### src/design/rvDecodePkg.sv
package rvDecodePkg;

    localparam int XLEN       = 64;
    localparam int NumLanes   = 2;
    localparam int RegAddrW   = 5;
    localparam int NumRegs    = 1 << RegAddrW;
    localparam int NumRdPorts = 2 * NumLanes; // rs1 and rs2 per lane

    typedef logic [XLEN-1:0]     xlenT;
    typedef logic [31:0]         instrT;
    typedef logic [RegAddrW-1:0] regAddrT;
    typedef logic [5:0]          aluOpT;
    typedef logic [4:0]          memSizeT;  // {kind, funct3}
    typedef logic [1:0]          resultSrcT;

    localparam resultSrcT ResAlu = 2'd0;
    localparam resultSrcT ResMem = 2'd1;
    localparam resultSrcT ResPc4 = 2'd2;

    localparam logic [1:0] MemLoad  = 2'b01; // top bits of memSize
    localparam logic [1:0] MemStore = 2'b10;

    localparam logic [6:0] OpLoad   = 7'b0000011;
    localparam logic [6:0] OpImm    = 7'b0010011;
    localparam logic [6:0] OpAuipc  = 7'b0010111;
    localparam logic [6:0] OpLui    = 7'b0110111;
    localparam logic [6:0] OpImmW   = 7'b0011011;
    localparam logic [6:0] OpStore  = 7'b0100011;
    localparam logic [6:0] OpReg    = 7'b0110011;
    localparam logic [6:0] OpRegW   = 7'b0111011;
    localparam logic [6:0] OpBranch = 7'b1100011;
    localparam logic [6:0] OpJalr   = 7'b1100111;
    localparam logic [6:0] OpJal    = 7'b1101111;
    localparam logic [6:0] OpSystem = 7'b1110011;

    localparam aluOpT AluSll = 6'd1, AluSrl = 6'd2, AluSra = 6'd3, AluAdd = 6'd4, AluSub = 6'd5;
    localparam aluOpT AluDiv = 6'd6, AluDivu = 6'd7, AluRem = 6'd8, AluRemu = 6'd9;
    localparam aluOpT AluMul = 6'd10, AluMulh = 6'd11, AluMulhu = 6'd12, AluMulhsu = 6'd13;
    localparam aluOpT AluXor = 6'd14, AluOr = 6'd15, AluAnd = 6'd16;
    localparam aluOpT AluSlt = 6'd17, AluSltu = 6'd18;
    localparam aluOpT AluAuipc = 6'd19, AluLui = 6'd20, AluJalr = 6'd21, AluJal = 6'd22;
    localparam aluOpT AluBeq = 6'd23, AluBne = 6'd24, AluBlt = 6'd25, AluBge = 6'd26;
    localparam aluOpT AluBltu = 6'd27, AluBgeu = 6'd28;
    localparam aluOpT AluEcall = 6'd29;
    localparam aluOpT AluSllw = 6'd33, AluSrlw = 6'd34, AluSraw = 6'd35, AluAddw = 6'd36;
    localparam aluOpT AluSubw = 6'd37, AluDivw = 6'd38, AluDivuw = 6'd39, AluRemw = 6'd40;
    localparam aluOpT AluRemuw = 6'd41, AluMulw = 6'd42;

    typedef struct packed {
        logic      regWrite;
        resultSrcT resultSrc;
        memSizeT   memSize;
        aluOpT     aluOp;
        logic      aluSrc;    // immediate as second operand
        xlenT      imm;
        regAddrT   rs1;
        regAddrT   rs2;
        regAddrT   rd;
        logic      jump;
        logic      branch;
        logic      ecall;
    } ctrlT;

    typedef struct packed {
        instrT instr1;
        instrT instr0; // lane 0 sits in the low half
    } instrPairT;

    typedef struct packed {
        ctrlT ctrl;
        xlenT rd1Data;
        xlenT rd2Data;
    } laneOutT;

    typedef struct packed {
        logic    en;
        regAddrT rd;
        xlenT    data;
    } wrPortT;

endpackage
### src/design/regReadStage.sv
`timescale 1ns/1ps

module regReadStage (
    input  logic                                        clk,
    input  logic                                        rstN,
    input  rvDecodePkg::ctrlT                           decCtrl0,
    input  rvDecodePkg::ctrlT                           decCtrl1,
    input  logic                                        decValid,
    output logic                                        decReady,
    input  rvDecodePkg::xlenT [rvDecodePkg::NumRdPorts-1:0] rdData,
    output rvDecodePkg::laneOutT                        outLane0,
    output rvDecodePkg::laneOutT                        outLane1,
    output logic                                        outValid,
    input  logic                                        outReady
);

    rvDecodePkg::laneOutT lane0Q;
    rvDecodePkg::laneOutT lane1Q;
    logic                 validQ;
    logic                 accept;

    assign decReady = !validQ || outReady;
    assign accept   = decValid && decReady;
    assign outValid = validQ;
    assign outLane0 = lane0Q;
    assign outLane1 = lane1Q;

    always_ff @(posedge clk) begin
        if (!rstN) begin
            validQ <= 1'b0;
        end else if (accept) begin
            validQ <= 1'b1;
        end else if (outReady) begin
            validQ <= 1'b0;
        end
    end

    // operands sampled once, on entry; a stall keeps them as read
    always_ff @(posedge clk) begin
        if (accept) begin
            lane0Q <= '{ctrl: decCtrl0, rd1Data: rdData[0], rd2Data: rdData[1]};
            lane1Q <= '{ctrl: decCtrl1, rd1Data: rdData[2], rd2Data: rdData[3]};
        end
    end

endmodule

### config.mk
export PLATFORM = sky130hd
export DESIGN_NAME = regReadStage
export DESIGN_NICKNAME = d
export VERILOG_FILES = /design/src/design/rvDecodePkg.sv /design/src/design/regReadStage.sv
export SDC_FILE = /design/constraint.sdc
export NUM_CORES = 1
export LEC_CHECK = 0
export BUFFER_PORTS_ARGS = -buffer_cell sky130_fd_sc_hd__buf_2
export CORE_AREA = 2 2 354 356
export CTS_CLUSTER_DIAMETER = 100
export CTS_CLUSTER_SIZE = 12
export DETAILED_ROUTE_END_ITERATION = 8
export DIE_AREA = 0 0 356 358
export PLACE_DENSITY = 0.3
export SLEW_MARGIN = 20
export SYNTH_ARGS = -nofsm -noshare
export SYNTH_HDL_FRONTEND = slang
export SYNTH_SLANG_ARGS = --single-unit
### constraint.sdc
create_clock -name clk -period 4.9 [get_ports clk]
set_input_delay 1.225 -clock clk [delete_from_list [all_inputs] [get_ports clk]]
set_output_delay 1.225 -clock clk [all_outputs]
set_load 0.03 [all_outputs]
Word level (Yosys, flattened, before mapping)

Cells that the tools add are included.

Register bits: 451
Input bits: 454
Output and inout port bits: 452
Logic and storage cells: 35

Mux-type cells: 2
Reduce and logical (&&, ||, !) cells: 4

Operators with widths:

| operator           | count |
|---|---|
| 2-to-1 mux 1 bit   | 2 |
| nonzero test 2 bit | 1 |
| logical AND 1 bit  | 1 |
| zero test 1 bit    | 1 |
| logical OR 1 bit   | 1 |

Logic depth before layout (Yosys ltp)

Depth in word-level cells: 4
Mapped depth: 2
Gate-level depth less buffers: 2

Worst setup path before layout

No wires, ideal clock.

Kind: input -> register
Start point: input port outReady
End point: register lane0Q, in the netlist outLane0[0], enable pin
Arrival time: 4.508 ns
Slack: -0.115 ns
Cell stages on the path: 2
Path buffers: 0
Path through: nand2b_4 and2_4

Word-level cells in the longest chain between the ends: 2

Ends and longest elaborated chain:

| what                 | RTL line           | source |
|---|---|---|
| from (decl)          | regReadStage.sv:14 | `input logic outReady` |
| logical OR 1 bit     | regReadStage.sv:22 | `assign decReady = !validQ \|\| outReady;` |
| logical AND 1 bit    | regReadStage.sv:23 | `assign accept = decValid && decReady;` |
| named net accept     | regReadStage.sv:20 | `logic accept;` |
| to (signal assigned) | regReadStage.sv:41 | `lane0Q <= '{ctrl: decCtrl0, rd1Data: rdData[0], rd2Data: rdData[1]};` |
| to (decl)            | regReadStage.sv:17 | `rvDecodePkg::laneOutT lane0Q;` |

The timed path passes the listed nets, and every way through them passes these cells.
A chain may end at the register's enable or synchronous reset.

Worst setup path after layout

Start point: input port outReady
End point: output port decReady

Word-level cells in the longest chain between the ends: 1

Ends and longest elaborated chain:

| what             | RTL line           | source |
|---|---|---|
| logical OR 1 bit | regReadStage.sv:22 |  |
| to (decl)        | regReadStage.sv:9  | `output logic decReady,` |

No other way between the ends.

==> impl_results.md <==
* Status: completed
* Clock Sink Count at 451
* Leakage at 8.66 nW
* Commonest cells after routing, fill and taps aside: sky130_fd_sc_hd__buf_2, sky130_fd_sc_hd__edfxtp_1, sky130_fd_sc_hd__clkbuf_16, sky130_fd_sc_hd__buf_4, sky130_fd_sc_hd__clkbuf_1
* Cell types occupying the most area after synthesis: sky130_fd_sc_hd__edfxtp_1, sky130_fd_sc_hd__dfxtp_1, sky130_fd_sc_hd__nand2b_4
* Endpoint class of the critical path: output pin
* Root Driver: sky130_fd_sc_hd__clkbuf_16
* Number of instances in the synthesized netlist at 455
* Die X at 356 µm
* Area of the mapped netlist at 13600 µm²
* Buffers on Ports at 905
* First-pass GRT wire length at 69.1 mm
* Effective utilization at floorplan at 0.110
* Vias at 8585
* Maximum VDD drop at 0.281 mV
* Final Non-Filler Cells at 3084
* Placement Rows at 129
* Relative contribution of combinational cells to total power at 0.116
* Clock edge transition at the registers on the reported setup and hold paths at 0.06 ns
* Number of hold buffers added after cts at 0
* R2R Path End: outLane0[99]
* Distinct cell type count of the synthesized netlist at 6
* Wire length reported by the detailed router at 53.1 mm
* Antenna Nets Post-Route at 0
* Worst setup skew after layout at 0.0127 ns
* Layout fillers at 13600
* Residual overflow from global routing at 0
* Setup repair after global routing missed its margin: no
* Die Area at 127000 µm²
* TritonCTS clock tree: done
* Number of buffers between clock root and the deepest sink at 3
* Number of synthesized register bits at 451
* Sequential Power Share at 0.528
* Cell Count Post-Placement at 3021
* CP Class: input port to output pin
* I/O pin count at 906
* Startpoint of the tightest hold check path: outValid
* Total power density per cell area at 402 nW/µm²
* Final design area excluding fillers at 21600 µm²
* Power Internal at 6.45 mW
* Post-layout net count at 1884
* Syn. warnings at 0
* Worst Hold Class: register to register
* Biggest area consumer among synthesized cells: sky130_fd_sc_hd__edfxtp_1
* Highest net fanout along the worst path at 3
* Share of the cycle needed by the critical path after routing at 0.587
* Minimum setup slack among reg-to-reg paths at 2.87 ns
* Clock power frac at 0.356
* Hold Crit Depth at 2
* DRC marker count from the first detailed-route iteration at 389
* Vias in the first global route at 9458
* Average wire per standard cell at 17.2 µm
* Number of iterations in the first detailed-routing pass at 4
* Endpoints failing setup at 0
* Total global routing track utilization at 0.0773
* Required time at the worst-slack endpoint at 3.67 ns
* Top-area cell type share of the netlist area at 0.996
* Number of max-cap violations at 0
* Mean number of vias per cell at 2.78
* Number of pins exceeding their max-slew limit in the final report at 0
* Hold Violations, Final at 0
* Instance area after placement at 20400 µm²
* Critical Path Source Type: input port
* Syn_nets at 909
* Arrival time worst endpoint at 1.65 ns
* Core region area at 123000 µm²
* Worst Reg-to-Reg Cells at 4
* Top achievable clock speed at 0.348 GHz
* Net load switching power at 2.23 mW
* Clock latency at the later pin of the worst-skew pair at 0.59 ns
* Antenna violations before repair at 10
* Number of buffers added by the clock tree synthesis step at 44
* Sequential fraction of the synthesis area at 0.997
* DIE HEIGHT at 358 µm
* Number of setup buffers added after CTS at 0
* Half-perimeter wire length of the detailed placement result at 42.8 mm
* Hold endpoint: outValid
* Post-Syn Area per Cell at 29.8 µm²
* Critical path launch point: outReady
* Leading cell type in the layout, fill and taps excluded: sky130_fd_sc_hd__buf_2
* Tightest slew margin relative to the limit at 0.602
* Final worst path period need at 2.87 ns
* Reg2reg start: outValid
* P&R area growth vs syn at 59.1%
* Pin slew with the least headroom to its limit at 0.597 ns
* Switching portion of total power at 0.257
* Largest net degree at the start of global routing at 99
* H-tree Lvls at 2
* Share of final-layout standard cells stronger than drive strength 1 at 0.680
* Cells resized by post-CTS repair at 0
* Routability-driven placement congestion ratio at 0.870
* Total power at 8.68 mW
* Fin util at 0.175
* Number of design rule violations left after detail routing at 0
-- area by class of cell --
cell class                      instances  area [µm²]  area share
Tap cell                             1637        2050      0.0949
Multi-Input combinational cell          3        33.8     0.00156
Antenna cell                            5        12.5    0.000580
Clock buffer                           53        1160      0.0536
Timing Repair Buffer                  929        4760       0.220
Clock inverter                          5        40.0     0.00185
Sequential cell                       451       13500       0.627
Inverter                                1        3.75    0.000174
-- power by group through the flow --
stage | clock network [mW] | registers (mW) | logic, mW
after global routing | 3.40 | 4.60 | 1.07
after global placement | 0 | 4.67 | 1.04
after floorplan | 0 | 5.13 | 0.0694
after detailed placement | 0 | 4.67 | 1.04
final | 3.09 | 4.58 | 1.01
after CTS | 3.29 | 4.59 | 1.04
-- worst max-delay path, stage by stage --
cell,delay (ns)
sky130_fd_sc_hd__buf_2,0.10
sky130_fd_sc_hd__nand2b_4,0.14
sky130_fd_sc_hd__buf_2,0.18
-- flip-flops by register name (all words and copies together) (netlist names) --
name	cells
outLane1	225
outValid	1
outLane0	225
-- Yosys cell counts, drive strengths merged --
cell	n
edfxtp	450
a21boi	1
and2	1
dfxtp	1
inv	1
nand2b	1
-- worst max path at each step --
stage / cells after the start / end / slack (ns)
2_1_floorplan: 2 / outLane0[0] / -0.11
3_3_place_gp: 5 / outLane1[103] / 1.76
3_5_place_dp: 5 / outLane1[103] / 1.74
4_1_cts: 3 / decReady / 2.02
5_1_grt: 3 / decReady / 2.01
6_report: 3 / decReady / 2.03
-- metrics by stage --
step | hold WS [ns] | TNS (ns) | setup WS, ns
6_report | 0.512 | 0 | 2.03
5_1_grt | 0.523 | 0 | 2.01
3_5_place_dp | 0.503 | 0 | 1.74
4_1_cts | 0.514 | 0 | 2.02
2_1_floorplan | 0.706 | -50.72 | -0.113
3_3_place_gp | 0.503 | 0 | 1.76
-- metal layers --
metal,routed length [µm],global-route usage,part of all wire,vias up
met2,29300,0.146,0.55,523
met1,16900,0.0736,0.32,4175
met3,5250,0.0309,0.099,81
met5,11,0,0.00021,-
met4,1700,0.0330,0.032,2
li1,-,-,-,3804
-- cell families (layout without fill, tap and decap cells) --
group                  after synthesis  in the layout  share of synthesized area
AOI/OAI and AO/OA                    1              1                   0.000830
buffers and inverters                1            988                   0.000276
DFF                                451            451                      0.997
other                                0              5                          0
and+or+nand+nor                      2              2                    0.00166
Note: power is estimated with default switching activity, not from simulation.
