$ cat config.mk
export PLATFORM = sky130hd
export DESIGN_NAME = decodeStage
export DESIGN_NICKNAME = d
export VERILOG_FILES = /design/src/design/rvDecodePkg.sv /design/src/design/decodeStage.sv /design/src/design/instrDecoder.sv
export SDC_FILE = /design/constraint.sdc
export NUM_CORES = 1
export LEC_CHECK = 0
export ABC_AREA = 1
export BUFFER_PORTS_ARGS = -buffer_cell sky130_fd_sc_hd__clkbuf_2
export CAP_MARGIN = 20
export CORE_MARGIN = 2
export CORE_UTILIZATION = 30
export CTS_BUF_LIST = sky130_fd_sc_hd__clkbuf_16
export CTS_CLUSTER_DIAMETER = 120
export DETAILED_ROUTE_END_ITERATION = 7
export GPL_TIMING_DRIVEN = 1
export PLACE_DENSITY_LB_ADDON = 0.05
export SKIP_CTS_REPAIR_TIMING = 1
export SYNTH_ARGS = -nofsm -noshare
export SYNTH_HDL_FRONTEND = slang
export SYNTH_HIERARCHICAL = 1
export SYNTH_SLANG_ARGS = --single-unit
$ cat constraint.sdc
create_clock -name clk -period 5.4 [get_ports clk]
set_input_delay 0.81 -clock clk [delete_from_list [all_inputs] [get_ports clk]]
set_output_delay 0.81 -clock clk [all_outputs]
set_load 0.1 [all_outputs]
$ cat src/design/rvDecodePkg.sv
package rvDecodePkg;

    localparam int XLEN       = 64;
    localparam int NumLanes   = 2;
    localparam int RegAddrW   = 5;
    localparam int NumRegs    = 1 << RegAddrW;
    localparam int NumRdPorts = 2 * NumLanes; // rs1 and rs2 per lane

    typedef logic [XLEN-1:0]     xlenT;
    typedef logic [31:0]         instrT;
    typedef logic [RegAddrW-1:0] regAddrT;
    typedef logic [5:0]          aluOpT;
    typedef logic [4:0]          memSizeT;  // {kind, funct3}
    typedef logic [1:0]          resultSrcT;

    localparam resultSrcT ResAlu = 2'd0;
    localparam resultSrcT ResMem = 2'd1;
    localparam resultSrcT ResPc4 = 2'd2;

    localparam logic [1:0] MemLoad  = 2'b01; // top bits of memSize
    localparam logic [1:0] MemStore = 2'b10;

    localparam logic [6:0] OpLoad   = 7'b0000011;
    localparam logic [6:0] OpImm    = 7'b0010011;
    localparam logic [6:0] OpAuipc  = 7'b0010111;
    localparam logic [6:0] OpLui    = 7'b0110111;
    localparam logic [6:0] OpImmW   = 7'b0011011;
    localparam logic [6:0] OpStore  = 7'b0100011;
    localparam logic [6:0] OpReg    = 7'b0110011;
    localparam logic [6:0] OpRegW   = 7'b0111011;
    localparam logic [6:0] OpBranch = 7'b1100011;
    localparam logic [6:0] OpJalr   = 7'b1100111;
    localparam logic [6:0] OpJal    = 7'b1101111;
    localparam logic [6:0] OpSystem = 7'b1110011;

    localparam aluOpT AluSll = 6'd1, AluSrl = 6'd2, AluSra = 6'd3, AluAdd = 6'd4, AluSub = 6'd5;
    localparam aluOpT AluDiv = 6'd6, AluDivu = 6'd7, AluRem = 6'd8, AluRemu = 6'd9;
    localparam aluOpT AluMul = 6'd10, AluMulh = 6'd11, AluMulhu = 6'd12, AluMulhsu = 6'd13;
    localparam aluOpT AluXor = 6'd14, AluOr = 6'd15, AluAnd = 6'd16;
    localparam aluOpT AluSlt = 6'd17, AluSltu = 6'd18;
    localparam aluOpT AluAuipc = 6'd19, AluLui = 6'd20, AluJalr = 6'd21, AluJal = 6'd22;
    localparam aluOpT AluBeq = 6'd23, AluBne = 6'd24, AluBlt = 6'd25, AluBge = 6'd26;
    localparam aluOpT AluBltu = 6'd27, AluBgeu = 6'd28;
    localparam aluOpT AluEcall = 6'd29;
    localparam aluOpT AluSllw = 6'd33, AluSrlw = 6'd34, AluSraw = 6'd35, AluAddw = 6'd36;
    localparam aluOpT AluSubw = 6'd37, AluDivw = 6'd38, AluDivuw = 6'd39, AluRemw = 6'd40;
    localparam aluOpT AluRemuw = 6'd41, AluMulw = 6'd42;

    typedef struct packed {
        logic      regWrite;
        resultSrcT resultSrc;
        memSizeT   memSize;
        aluOpT     aluOp;
        logic      aluSrc;    // immediate as second operand
        xlenT      imm;
        regAddrT   rs1;
        regAddrT   rs2;
        regAddrT   rd;
        logic      jump;
        logic      branch;
        logic      ecall;
    } ctrlT;

    typedef struct packed {
        instrT instr1;
        instrT instr0; // lane 0 sits in the low half
    } instrPairT;

    typedef struct packed {
        ctrlT ctrl;
        xlenT rd1Data;
        xlenT rd2Data;
    } laneOutT;

    typedef struct packed {
        logic    en;
        regAddrT rd;
        xlenT    data;
    } wrPortT;

endpackage
$ cat src/design/decodeStage.sv
`timescale 1ns/1ps

module decodeStage (
    input  logic                   clk,
    input  logic                   rstN,
    input  rvDecodePkg::instrPairT inPair,
    input  logic                   inValid,
    output logic                   inReady,
    output rvDecodePkg::ctrlT      decCtrl0,
    output rvDecodePkg::ctrlT      decCtrl1,
    output logic                   decValid,
    input  logic                   decReady
);

    rvDecodePkg::instrPairT pairQ;
    logic                   validQ;
    logic                   accept;

    assign inReady  = !validQ || decReady; // empty, or the held pair moves on
    assign accept   = inValid && inReady;
    assign decValid = validQ;

    always_ff @(posedge clk) begin
        if (!rstN) begin
            validQ <= 1'b0;
        end else if (accept) begin
            validQ <= 1'b1;
        end else if (decReady) begin
            validQ <= 1'b0; // drained without refill
        end
    end

    always_ff @(posedge clk) begin
        if (accept) begin
            pairQ <= inPair;
        end
    end

    // decode from the held pair so rs1/rs2 feed the register file directly
    instrDecoder dec0_i (.instr(pairQ.instr0), .ctrl(decCtrl0));
    instrDecoder dec1_i (.instr(pairQ.instr1), .ctrl(decCtrl1));

endmodule

$ cat src/design/instrDecoder.sv
`timescale 1ns/1ps

module instrDecoder (
    input  rvDecodePkg::instrT instr,
    output rvDecodePkg::ctrlT  ctrl
);

    logic [6:0] opcode;
    logic [2:0] funct3;
    logic [6:0] funct7;
    rvDecodePkg::xlenT immI;
    rvDecodePkg::xlenT immS;
    rvDecodePkg::xlenT immB;
    rvDecodePkg::xlenT immU;
    rvDecodePkg::xlenT immJ;

    assign opcode = instr[6:0];
    assign funct3 = instr[14:12];
    assign funct7 = instr[31:25];

    // sign-extended immediate formats
    assign immI = {{52{instr[31]}}, instr[31:20]};
    assign immS = {{52{instr[31]}}, instr[31:25], instr[11:7]};
    assign immB = {{52{instr[31]}}, instr[7], instr[30:25], instr[11:8], 1'b0};
    assign immU = {{32{instr[31]}}, instr[31:12], 12'b0};
    assign immJ = {{44{instr[31]}}, instr[19:12], instr[20], instr[30:21], 1'b0};

    always_comb begin
        ctrl = '0; // unknown opcode leaves everything clear
        case (opcode)
            rvDecodePkg::OpLoad: begin
                ctrl.regWrite  = 1'b1;
                ctrl.resultSrc = rvDecodePkg::ResMem;
                ctrl.memSize   = {rvDecodePkg::MemLoad, funct3};
                ctrl.aluSrc    = 1'b1;
                ctrl.imm       = immI;
                ctrl.rs1       = instr[19:15];
                ctrl.rd        = instr[11:7];
                ctrl.aluOp     = rvDecodePkg::AluAdd; // address calc
            end
            rvDecodePkg::OpImm: begin
                ctrl.regWrite = 1'b1;
                ctrl.aluSrc   = 1'b1;
                ctrl.imm      = immI;
                ctrl.rs1      = instr[19:15];
                ctrl.rd       = instr[11:7];
                case (funct3)
                    3'b000: ctrl.aluOp = rvDecodePkg::AluAdd;
                    3'b001: ctrl.aluOp = rvDecodePkg::AluSll;
                    3'b010: ctrl.aluOp = rvDecodePkg::AluSlt;
                    3'b011: ctrl.aluOp = rvDecodePkg::AluSltu;
                    3'b100: ctrl.aluOp = rvDecodePkg::AluXor;
                    3'b101: begin
                        // shamt is 6 bits on RV64, so only [31:26] selects
                        if (instr[31:26] == 6'b000000) ctrl.aluOp = rvDecodePkg::AluSrl;
                        if (instr[31:26] == 6'b010000) ctrl.aluOp = rvDecodePkg::AluSra;
                    end
                    3'b110: ctrl.aluOp = rvDecodePkg::AluOr;
                    default: ctrl.aluOp = rvDecodePkg::AluAnd;
                endcase
            end
            rvDecodePkg::OpAuipc, rvDecodePkg::OpLui: begin
                ctrl.regWrite = 1'b1;
                ctrl.aluSrc   = 1'b1;
                ctrl.imm      = immU;
                ctrl.rd       = instr[11:7];
                ctrl.aluOp    = (opcode == rvDecodePkg::OpLui) ? rvDecodePkg::AluLui
                                                               : rvDecodePkg::AluAuipc;
            end
            rvDecodePkg::OpImmW: begin
                ctrl.regWrite = 1'b1;
                ctrl.aluSrc   = 1'b1;
                ctrl.imm      = immI;
                ctrl.rs1      = instr[19:15];
                ctrl.rd       = instr[11:7];
                case ({funct7, funct3})
                    {7'b0000000, 3'b101}: ctrl.aluOp = rvDecodePkg::AluSrlw;
                    {7'b0100000, 3'b101}: ctrl.aluOp = rvDecodePkg::AluSraw;
                    default: begin
                        if (funct3 == 3'b000) ctrl.aluOp = rvDecodePkg::AluAddw;
                        if (funct3 == 3'b001) ctrl.aluOp = rvDecodePkg::AluSllw;
                    end
                endcase
            end
            rvDecodePkg::OpStore: begin
                ctrl.memSize = {rvDecodePkg::MemStore, funct3};
                ctrl.aluSrc  = 1'b1;
                ctrl.imm     = immS;
                ctrl.rs1     = instr[19:15];
                ctrl.rs2     = instr[24:20];
                ctrl.rd      = instr[11:7]; // carries imm bits, regWrite stays low
                ctrl.aluOp   = rvDecodePkg::AluAdd;
            end
            rvDecodePkg::OpReg: begin
                ctrl.regWrite = 1'b1;
                ctrl.rs1      = instr[19:15];
                ctrl.rs2      = instr[24:20];
                ctrl.rd       = instr[11:7];
                case ({funct7, funct3})
                    {7'b0000000, 3'b000}: ctrl.aluOp = rvDecodePkg::AluAdd;
                    {7'b0100000, 3'b000}: ctrl.aluOp = rvDecodePkg::AluSub;
                    {7'b0000000, 3'b001}: ctrl.aluOp = rvDecodePkg::AluSll;
                    {7'b0000000, 3'b010}: ctrl.aluOp = rvDecodePkg::AluSlt;
                    {7'b0000000, 3'b011}: ctrl.aluOp = rvDecodePkg::AluSltu;
                    {7'b0000000, 3'b100}: ctrl.aluOp = rvDecodePkg::AluXor;
                    {7'b0000000, 3'b101}: ctrl.aluOp = rvDecodePkg::AluSrl;
                    {7'b0100000, 3'b101}: ctrl.aluOp = rvDecodePkg::AluSra;
                    {7'b0000000, 3'b110}: ctrl.aluOp = rvDecodePkg::AluOr;
                    {7'b0000000, 3'b111}: ctrl.aluOp = rvDecodePkg::AluAnd;
                    {7'b0000001, 3'b000}: ctrl.aluOp = rvDecodePkg::AluMul;
                    {7'b0000001, 3'b001}: ctrl.aluOp = rvDecodePkg::AluMulh;
                    {7'b0000001, 3'b010}: ctrl.aluOp = rvDecodePkg::AluMulhsu;
                    {7'b0000001, 3'b011}: ctrl.aluOp = rvDecodePkg::AluMulhu;
                    {7'b0000001, 3'b100}: ctrl.aluOp = rvDecodePkg::AluDiv;
                    {7'b0000001, 3'b101}: ctrl.aluOp = rvDecodePkg::AluDivu;
                    {7'b0000001, 3'b110}: ctrl.aluOp = rvDecodePkg::AluRem;
                    {7'b0000001, 3'b111}: ctrl.aluOp = rvDecodePkg::AluRemu;
                    default: ;
                endcase
            end
            rvDecodePkg::OpRegW: begin
                ctrl.regWrite = 1'b1;
                ctrl.rs1      = instr[19:15];
                ctrl.rs2      = instr[24:20];
                ctrl.rd       = instr[11:7];
                case ({funct7, funct3})
                    {7'b0000000, 3'b000}: ctrl.aluOp = rvDecodePkg::AluAddw;
                    {7'b0000001, 3'b000}: ctrl.aluOp = rvDecodePkg::AluMulw;
                    {7'b0100000, 3'b000}: ctrl.aluOp = rvDecodePkg::AluSubw;
                    {7'b0000000, 3'b101}: ctrl.aluOp = rvDecodePkg::AluSrlw;
                    {7'b0000001, 3'b101}: ctrl.aluOp = rvDecodePkg::AluDivuw;
                    {7'b0100000, 3'b101}: ctrl.aluOp = rvDecodePkg::AluSraw;
                    default: begin
                        // these funct3 values ignore funct7
                        if (funct3 == 3'b001) ctrl.aluOp = rvDecodePkg::AluSllw;
                        if (funct3 == 3'b100) ctrl.aluOp = rvDecodePkg::AluDivw;
                        if (funct3 == 3'b110) ctrl.aluOp = rvDecodePkg::AluRemw;
                        if (funct3 == 3'b111) ctrl.aluOp = rvDecodePkg::AluRemuw;
                    end
                endcase
            end
            rvDecodePkg::OpBranch: begin
                ctrl.branch = 1'b1;
                ctrl.imm    = immB;
                ctrl.rs1    = instr[19:15];
                ctrl.rs2    = instr[24:20];
                case (funct3)
                    3'b000: ctrl.aluOp = rvDecodePkg::AluBeq;
                    3'b001: ctrl.aluOp = rvDecodePkg::AluBne;
                    3'b100: ctrl.aluOp = rvDecodePkg::AluBlt;
                    3'b101: ctrl.aluOp = rvDecodePkg::AluBge;
                    3'b110: ctrl.aluOp = rvDecodePkg::AluBltu;
                    3'b111: ctrl.aluOp = rvDecodePkg::AluBgeu;
                    default: ;
                endcase
            end
            rvDecodePkg::OpJalr, rvDecodePkg::OpJal: begin
                ctrl.regWrite  = 1'b1;
                ctrl.resultSrc = rvDecodePkg::ResPc4; // link value
                ctrl.jump      = 1'b1;
                ctrl.aluSrc    = 1'b1;
                ctrl.rd        = instr[11:7];
                if (opcode == rvDecodePkg::OpJalr) begin
                    ctrl.imm   = immI;
                    ctrl.rs1   = instr[19:15];
                    ctrl.aluOp = rvDecodePkg::AluJalr;
                end else begin
                    ctrl.imm   = immJ;
                    ctrl.aluOp = rvDecodePkg::AluJal;
                end
            end
            rvDecodePkg::OpSystem: begin
                if (funct3 == 3'b000 && instr[31:20] == 12'h000) begin
                    ctrl.ecall = 1'b1;
                    ctrl.aluOp = rvDecodePkg::AluEcall;
                end
            end
            default: ;
        endcase
    end

endmodule

# Word level (Yosys, flattened, before mapping)
# Index checks and enable logic that the tools add are counted.
# totals
output_inout_bits,196
input_bits,68
regBits,65
wordCells,173
# classes
n_mux,64
n_eq_ne,74
n_reduce_logical,32
# ops
op,count
64-bit one-hot mux with 5 select lines,2
5-bit one-hot mux with 18 select lines,2
10-bit by 4-bit equality test with 1-bit output (second input constant),16
6-bit one-hot mux with 9 select lines,2
6-bit 2-to-1 mux,14
6-bit one-hot mux with 7 select lines,2
10-bit by 3-bit equality test with 1-bit output (second input constant),8
6-bit one-hot mux with 6 select lines,2
5-bit one-hot mux with 6 select lines,2
7-bit by 6-bit equality test with 1-bit output (second input constant),8
7-bit equality test (second input constant),8
7-bit by 5-bit equality test with 1-bit output (second input constant),6
10-bit by 2-bit equality test with 1-bit output (second input constant),4
10-bit by 9-bit equality test with 1-bit output (second input constant),4
20-bit 2-to-1 mux,2
5-bit 2-to-1 mux,8
5-bit one-hot mux with 2 select lines,4
3-bit equality test (second input constant),8
12-bit zero test,2
6-bit one-hot mux with 2 select lines,2
10-bit by 1-bit equality test with 1-bit output (second input constant),2
10-bit zero test,2
10-bit OR reduction,2
9-bit OR reduction,2
19 further kinds,56

# Longest topological paths before layout
# Gate-level depths: netlist of the first run.
# depth
depth_word,7
ltp_mapped,12

# Hierarchy
# The synthesis of the first run kept the hierarchy.
# by_module_without_submodules
module,n_inst,cells_per_inst,seq_area_each_um2,area_each_um2
decodeStage,1,71,1941.9,1973.1
instrDecoder at dec0_i,1,359,0.0,1813.0
instrDecoder at dec1_i,1,343,0.0,1712.9

# Worst setup path after synthesis of the first run
# No wires, ideal clock.
# synth_path
path_type,register to output
startpoint,register pairQ[3] (netlist name)
endpoint,output port decCtrl0[50] (netlist name)
t_arrival_ps,5636
required_ps,4590
n_path_buf,1
setup_slack_ps,-1046
path_stages_with_launch,9
path_cell_list,edfxtp_1 > inv_2 > nand3_4 > nor2_4 > inv_2 > nand2_2 > inv_2 > o21ai_0 > buf_4
# synth_rtl
item,line_no,source
"start, declared",decodeStage.sv:15,rvDecodePkg::instrPairT pairQ;
"start signal, assigned",decodeStage.sv:35,pairQ <= inPair;
"end, declared",decodeStage.sv:9,"output rvDecodePkg::ctrlT decCtrl0,"

==> reports/results.tsv, run 1 <==
metric	value	unit
status	completed	
Hold Path Depth	2	
CTS Buf Count	9	
Clock Skew	0.0109	ns
r2r startpoint	decValid$_SDFFE_PN0P_	
layout cells sized above 1	0.373	
Detailed Route WL	18.8	mm
Hold Path Class	register to register	
first-pass GRT wire length	28.7	mm
period utilization	0.716	
final hold violations	0	
GPL Wtd Cong	0.902	
antenna violations before repair	0	
area delta synth->final	24.8	%
DRC Markers	0	
ANT cells	0	
fin. max-slew vios	0	
Distinct cells, synth	35	
io pins	264	
Syn Inst Count	773	
top cell type's share of synthesized area	0.349	
number of synthesized register bits	65	
most frequent cell after synthesis	nand2_1	
largest net degree at the start of global routing	41	
RSZ-0062 raised after global routing	no	
Final ANT Viol Nets	0	
FF-to-FF setup slack	3.36	ns
CTS tree	yes	
setup TNS	0	ns
Vias	5733	
Avg Cell Area, Syn	7.11	sq um
CP bufs+invs	3	
clock-pin slew on the worst setup and hold paths	0.06	ns
Congestion Overflow GR	0	
die extent in y	139	um
Storage cell area	0.00194	sq mm
part of the Yosys area used for sequential elements	0.353	
clock sink total	65	
hold_sp	decValid$_SDFFE_PN0P_	
Leakage	0.00395	uW
Multi-input gate area	0.00256	sq mm
die area	0.0194	sq mm
nets@finish	1043	
drt first-iter violations	400	
Core Box Area	0.0180	sq mm
Async S/R FF share, synth	0	
Top FF cell, synth	edfxtp_1	
Crit Path Category	register to primary output	
critical path launch point type	register	
worst endpoint data arrival time	3.05	ns
Mapped Area	0.00550	sq mm
slew margin rel.	0.359	
CP delay by family, top	buffers and inverters	
FMAX	259	MHz
Worst Hold Endpoint	decValid$_SDFFE_PN0P_	
H-tree Lvls	3	
Starting Density	0.306	
number of flops mapped to enable cells by yosys	64	
Clock Root Buffer	clkbuf_16	
Vias/cell	4.74	
Die W	139	um
CP max stage cell	o21ai_2	
maximum clock path buffer count	2	
HPWL Detailed	15.3	mm
PwrDens	245	mW/mm^2
max incr delay on CP	0.84	ns
fillers	1958	
Max-cap violations	0	
Peak VDD IR	0.150	mV
Total GRT Usage	0.189	
Worst-Margin Slew	0.961	ns
Buffers on Ports	263	
Pre-Repair DR Iteration Count	5	
FF-to-FF End	pairQ[56]$_DFFE_PP_	
Syn Nets	841	
CP max FO	33	
Final Critical Period	3.86	ns
post-layout util	0.382	
cell taking the most area after synthesis	edfxtp_1	
WL/cell	15.5	um
worst r2r path cells	2	
Synth area leaders	edfxtp_1 (35%), nand2_1 (10%), buf_4 (9.3%), nor2_1 (8.7%), inv_1 (7.3%)	
Ys Warns	6	
crit end category	primary output	
Data required, critical path	4.59	ns
worst-path cell chain	nor2_2, nand2_2, inv_1, nand2_1, nand2_1, inv_1, o21ai_2, clkbuf_2	
Worst-Skew Late Latency	0.35	ns
most instantiated cells after synthesis	nand2_1 (150), nor2_1 (127), inv_1 (107)	
# rows	49	
vias in the first global route	5298	
final setup vio count	0	
## per-stage QoR
| step | hold slack (ns) | power, uW | setup slack, ns | area (sq um) | cells |
|---|---|---|---|---|---|
| floorplan | 0.909 | 1020 | 0.461 | 5500 | 773 |
| global placement | 0.527 | 1100 | 1.95 | 6580 | 1193 |
| detailed placement | 0.523 | 1090 | 1.86 | 6580 | 1193 |
| CTS | 0.532 | 1700 | 1.48 | 6860 | 1209 |
| global route | 0.560 | 1740 | 1.24 | 6860 | 1209 |
| finish | 0.530 | 1680 | 1.54 | 6860 | 1209 |
## cells in the final DEF, fill, tap and decap left out, types with 4 or more instances in the layout
cell and n:
clkbuf_16 9, a21oi_1 12, o21ai_0 40, nor2_1 127, nand2_1 150, inv_1 108
inv_2 17, nand2_2 13, nand3_2 5, nand3_1 71, o21ai_2 18, nand4_1 16
o22ai_1 6, edfxtp_1 64, nor2_4 8, clkbuf_2 263, o211ai_1 6, nor2_2 18
a22o_1 4
## tightest hold or removal path, cell delays in order, from the launching register on
cell and delay, ns:
dfxtp_1 0.35, nand2_2 0.10, a21oi_2 0.04
## report_power, final
group	internal, uW	total, uW	switching [uW]
Clock	353	596	244
Combinational	70.2	461	391
Sequential	591	622	30.2
## kinds of logic (layout without fill, tap and decap cells)
kind of cell | Yosys count | in the layout | share of synthesized area
and+or+nand+nor | 419 | 419 | 0.358
AOI/OAI and AO/OA | 91 | 91 | 0.103
DFF | 65 | 65 | 0.353
buffers and inverters | 197 | 404 | 0.184
xor gates and xnor gates | 1 | 1 | 0.00159
## registers in the layout, summed over array words and instances (netlist names)
register  cells
decValid      1
pairQ        64
## worst max path at each step
stage,from,endpoint,slack [ns],cells after the start
2_1_floorplan,pairQ[3]$_DFFE_PP_,decCtrl0[50],0.46,8
3_3_place_gp,pairQ[34]$_DFFE_PP_,decCtrl1[70],1.95,10
3_5_place_dp,pairQ[38]$_DFFE_PP_,decCtrl1[70],1.86,8
4_1_cts,pairQ[38]$_DFFE_PP_,decCtrl1[70],1.48,8
5_1_grt,pairQ[38]$_DFFE_PP_,decCtrl1[52],1.24,8
6_report,pairQ[38]$_DFFE_PP_,decCtrl1[62],1.54,8
## metal layers
layer	vias up	routed length, um	global-route usage	part of all wire
met3	18	1760	0.0537	0.094
met1	2580	8420	0.255	0.45
met2	283	8310	0.292	0.44
met5	-	0	0	0
li1	2852	-	-	-
met4	0	287	0.0585	0.015
## final cells by class
class,instances,area share
clock inverters,7,0.00911
flip-flops and latches,65,0.283
well taps,229,0.0417
multi-input cells,511,0.373
inverters,124,0.0678
repair buffers,264,0.193
clock buffers,9,0.0328
Power figures use the tool's default switching activity.
==> run 2, diff against run 1 <==
==> constraint.sdc (replaced) <==
create_clock -name clk -period 3.71 [get_ports clk]
set_input_delay 0.5565 -clock clk [delete_from_list [all_inputs] [get_ports clk]]
set_output_delay 0.5565 -clock clk [all_outputs]
set_load 0.1 [all_outputs]
==> reports/results.tsv, run 2 (synthesis results as in run 1) <==
metric	value	unit	change
hold slack	0.389	ns	-0.141 ns
Post-Layout Cell Count	1212		+0.25%
clock-pin slew on the worst setup and hold paths	0.06	ns	about the same
hold_sp	inPair[48]		
Hold Path Class	input port to register		
clock sink total	65		unchanged
worst endpoint data arrival time	2.90	ns	-0.15 ns
Die W	139	um	unchanged
max incr delay on CP	0.77	ns	-0.07 ns
CP bufs+invs	3		unchanged
slew margin rel.	0.335		-0.0247
fin. max-slew vios	0		unchanged
status	completed		
ANT cells	0		unchanged
post-layout util	0.387		+0.00481
Worst-Skew Late Latency	0.34	ns	about the same
layout cells sized above 1	0.377		+0.00395
worst setup margin	0.258	ns	-1.28 ns
dpl ws	0.506	ns	-1.35 ns
Net Switching	958	uW	+44%
Crit Path Category	register to primary output		
drt first-iter violations	402		+0.50%
r2r startpoint	decValid$_SDFFE_PN0P_		
final hold violations	0		unchanged
CP delay by family, top	compound AO/OA/AOI/OAI gates		
critical path launch point type	register		
Worst Hold Endpoint	pairQ[48]$_DFFE_PP_		
# rows	49		unchanged
WL/cell	15.5	um	about the same
Clock Skew	0.00499	ns	-0.00593 ns
CP max FO	33		unchanged
Max-cap violations	0		unchanged
worst r2r path cells	2		unchanged
commonest non-fill, non-tap cell in the layout	clkbuf_2		
Final Critical Period	3.45	ns	
Leakage	0.00399	uW	+1.0%
largest net degree at the start of global routing	34		-17%
Flop pwr share	0.351		-0.019
Final ANT Viol Nets	0		unchanged
Placed Cells	1196		+0.25%
GPL Wtd Cong	0.896		-0.65%
combinational share of power	0.261		-0.014
Storage cell area	0.00194	sq mm	unchanged
RSZ-0062 raised after global routing	no		
CTS Buf Count	9		unchanged
area delta synth->final	26.4	%	
Pre-Repair DR Iteration Count	5		unchanged
Peak VDD IR	0.197	mV	+32%
Pint	1620	uW	+60%
FF-to-FF setup slack	2.38	ns	-0.98 ns
fillers	1930		-1.4%
Vias/cell	4.76		+0.40%
nets@finish	1046		+0.29%
crit end category	primary output		
Clock Root Buffer	clkbuf_16		
Core Box Area	0.0180	sq mm	unchanged
Detailed Route WL	18.8	mm	+0.28%
Hold Path Depth	1		-1
Congestion Overflow GR	0		unchanged
maximum clock path buffer count	2		unchanged
Top reg by flops	pairQ		
HPWL Detailed	15.4	mm	+0.59%
most frequent cells in the layout	clkbuf_2 (263), nand2_1 (150), nor2_1 (127), inv_1 (108), nand3_1 (71)		
die extent in y	139	um	unchanged
Data required, critical path	3.15	ns	-1.44 ns
Tot Pwr	2580	uW	+54%
H-tree Lvls	3		unchanged
CTS tree	yes		
PwrDens	371	mW/mm^2	+52%
CP max stage cell	o21ai_2		
DRC Markers	0		unchanged
die area	0.0194	sq mm	unchanged
Sw Ratio	0.371		-0.0244
antenna violations before repair	0		unchanged
FMAX	290	MHz	
Multi-input gate area	0.00257	sq mm	+0.29%
worst-path cell chain	nor2_2, nand2_2, inv_1, nand2_1, nand2_1, inv_1, o21ai_2, clkbuf_2		
Clk pwr share	0.388		+0.033
Starting Density	0.306		unchanged
io pins	264		unchanged
Buffers on Ports	263		unchanged
Total GRT Usage	0.188		-0.000930
Largest register FFs	64		unchanged
period utilization	0.930		
Vias	5770		+0.65%
final setup vio count	0		unchanged
FF-to-FF End	pairQ[54]$_DFFE_PP_		
vias in the first global route	5459		+3.0%
first-pass GRT wire length	28.6	mm	-0.24%
Worst-Margin Slew	0.998	ns	+0.0370 ns
-- run 2: worst reg2reg max path, delay by kind of cell (launching register included) --
family / cells / cell delay, ns
buffers and inverters: 1 / 0.42
DFF: 1 / 0.35
AOI/OAI and AO/OA: 1 / 0.16
-- run 2: how the worst max path moves through the flow --
stage                         to  cells after the start           startpoint
global placement    decCtrl0[76]                      8   pairQ[6]$_DFFE_PP_
detailed placement  decCtrl0[77]                      8   pairQ[3]$_DFFE_PP_
CTS                 decCtrl0[77]                      8   pairQ[3]$_DFFE_PP_
floorplan           decCtrl0[30]                      7   pairQ[3]$_DFFE_PP_
finish              decCtrl1[71]                      8  pairQ[38]$_DFFE_PP_
global route        decCtrl1[71]                      8  pairQ[38]$_DFFE_PP_
-- run 2: routing by layer --
metal / up-vias / track usage / wire length [um]
met1: 2597 / 0.257 / 8680
met4: 0 / 0.0638 / 350
met3: 25 / 0.0496 / 1690
met2: 288 / 0.287 / 8110
li1: 2860 / - / -
met5: - / 0 / 0
-- run 2: power groups by stage --
stage                     Combinational, uW  Clock (uW)  Sequential [uW]
after global routing                    708        1060              911
after CTS                               677        1030              905
final                                   674        1000              904
after detailed placement                676           0              920
after global placement                  677           0              921
after floorplan                         575           0              906
-- run 2: per-stage QoR --
step / area [sq um] / TNS (ns)
floorplan: 5510 / -0.797
global placement: 6600 / 0
detailed placement: 6600 / 0
CTS: 6940 / 0
global route: 6950 / 0
finish: 6950 / 0
-- run 2: cell type report --
| type | count | share of cell area |
|---|---|---|
| multi-input cells | 511 | 0.369 |
| clock buffers | 9 | 0.0324 |
| flip-flops and latches | 65 | 0.279 |
| clock inverters | 7 | 0.0171 |
| inverters | 124 | 0.0670 |
| well taps | 229 | 0.0412 |
| repair buffers | 267 | 0.194 |
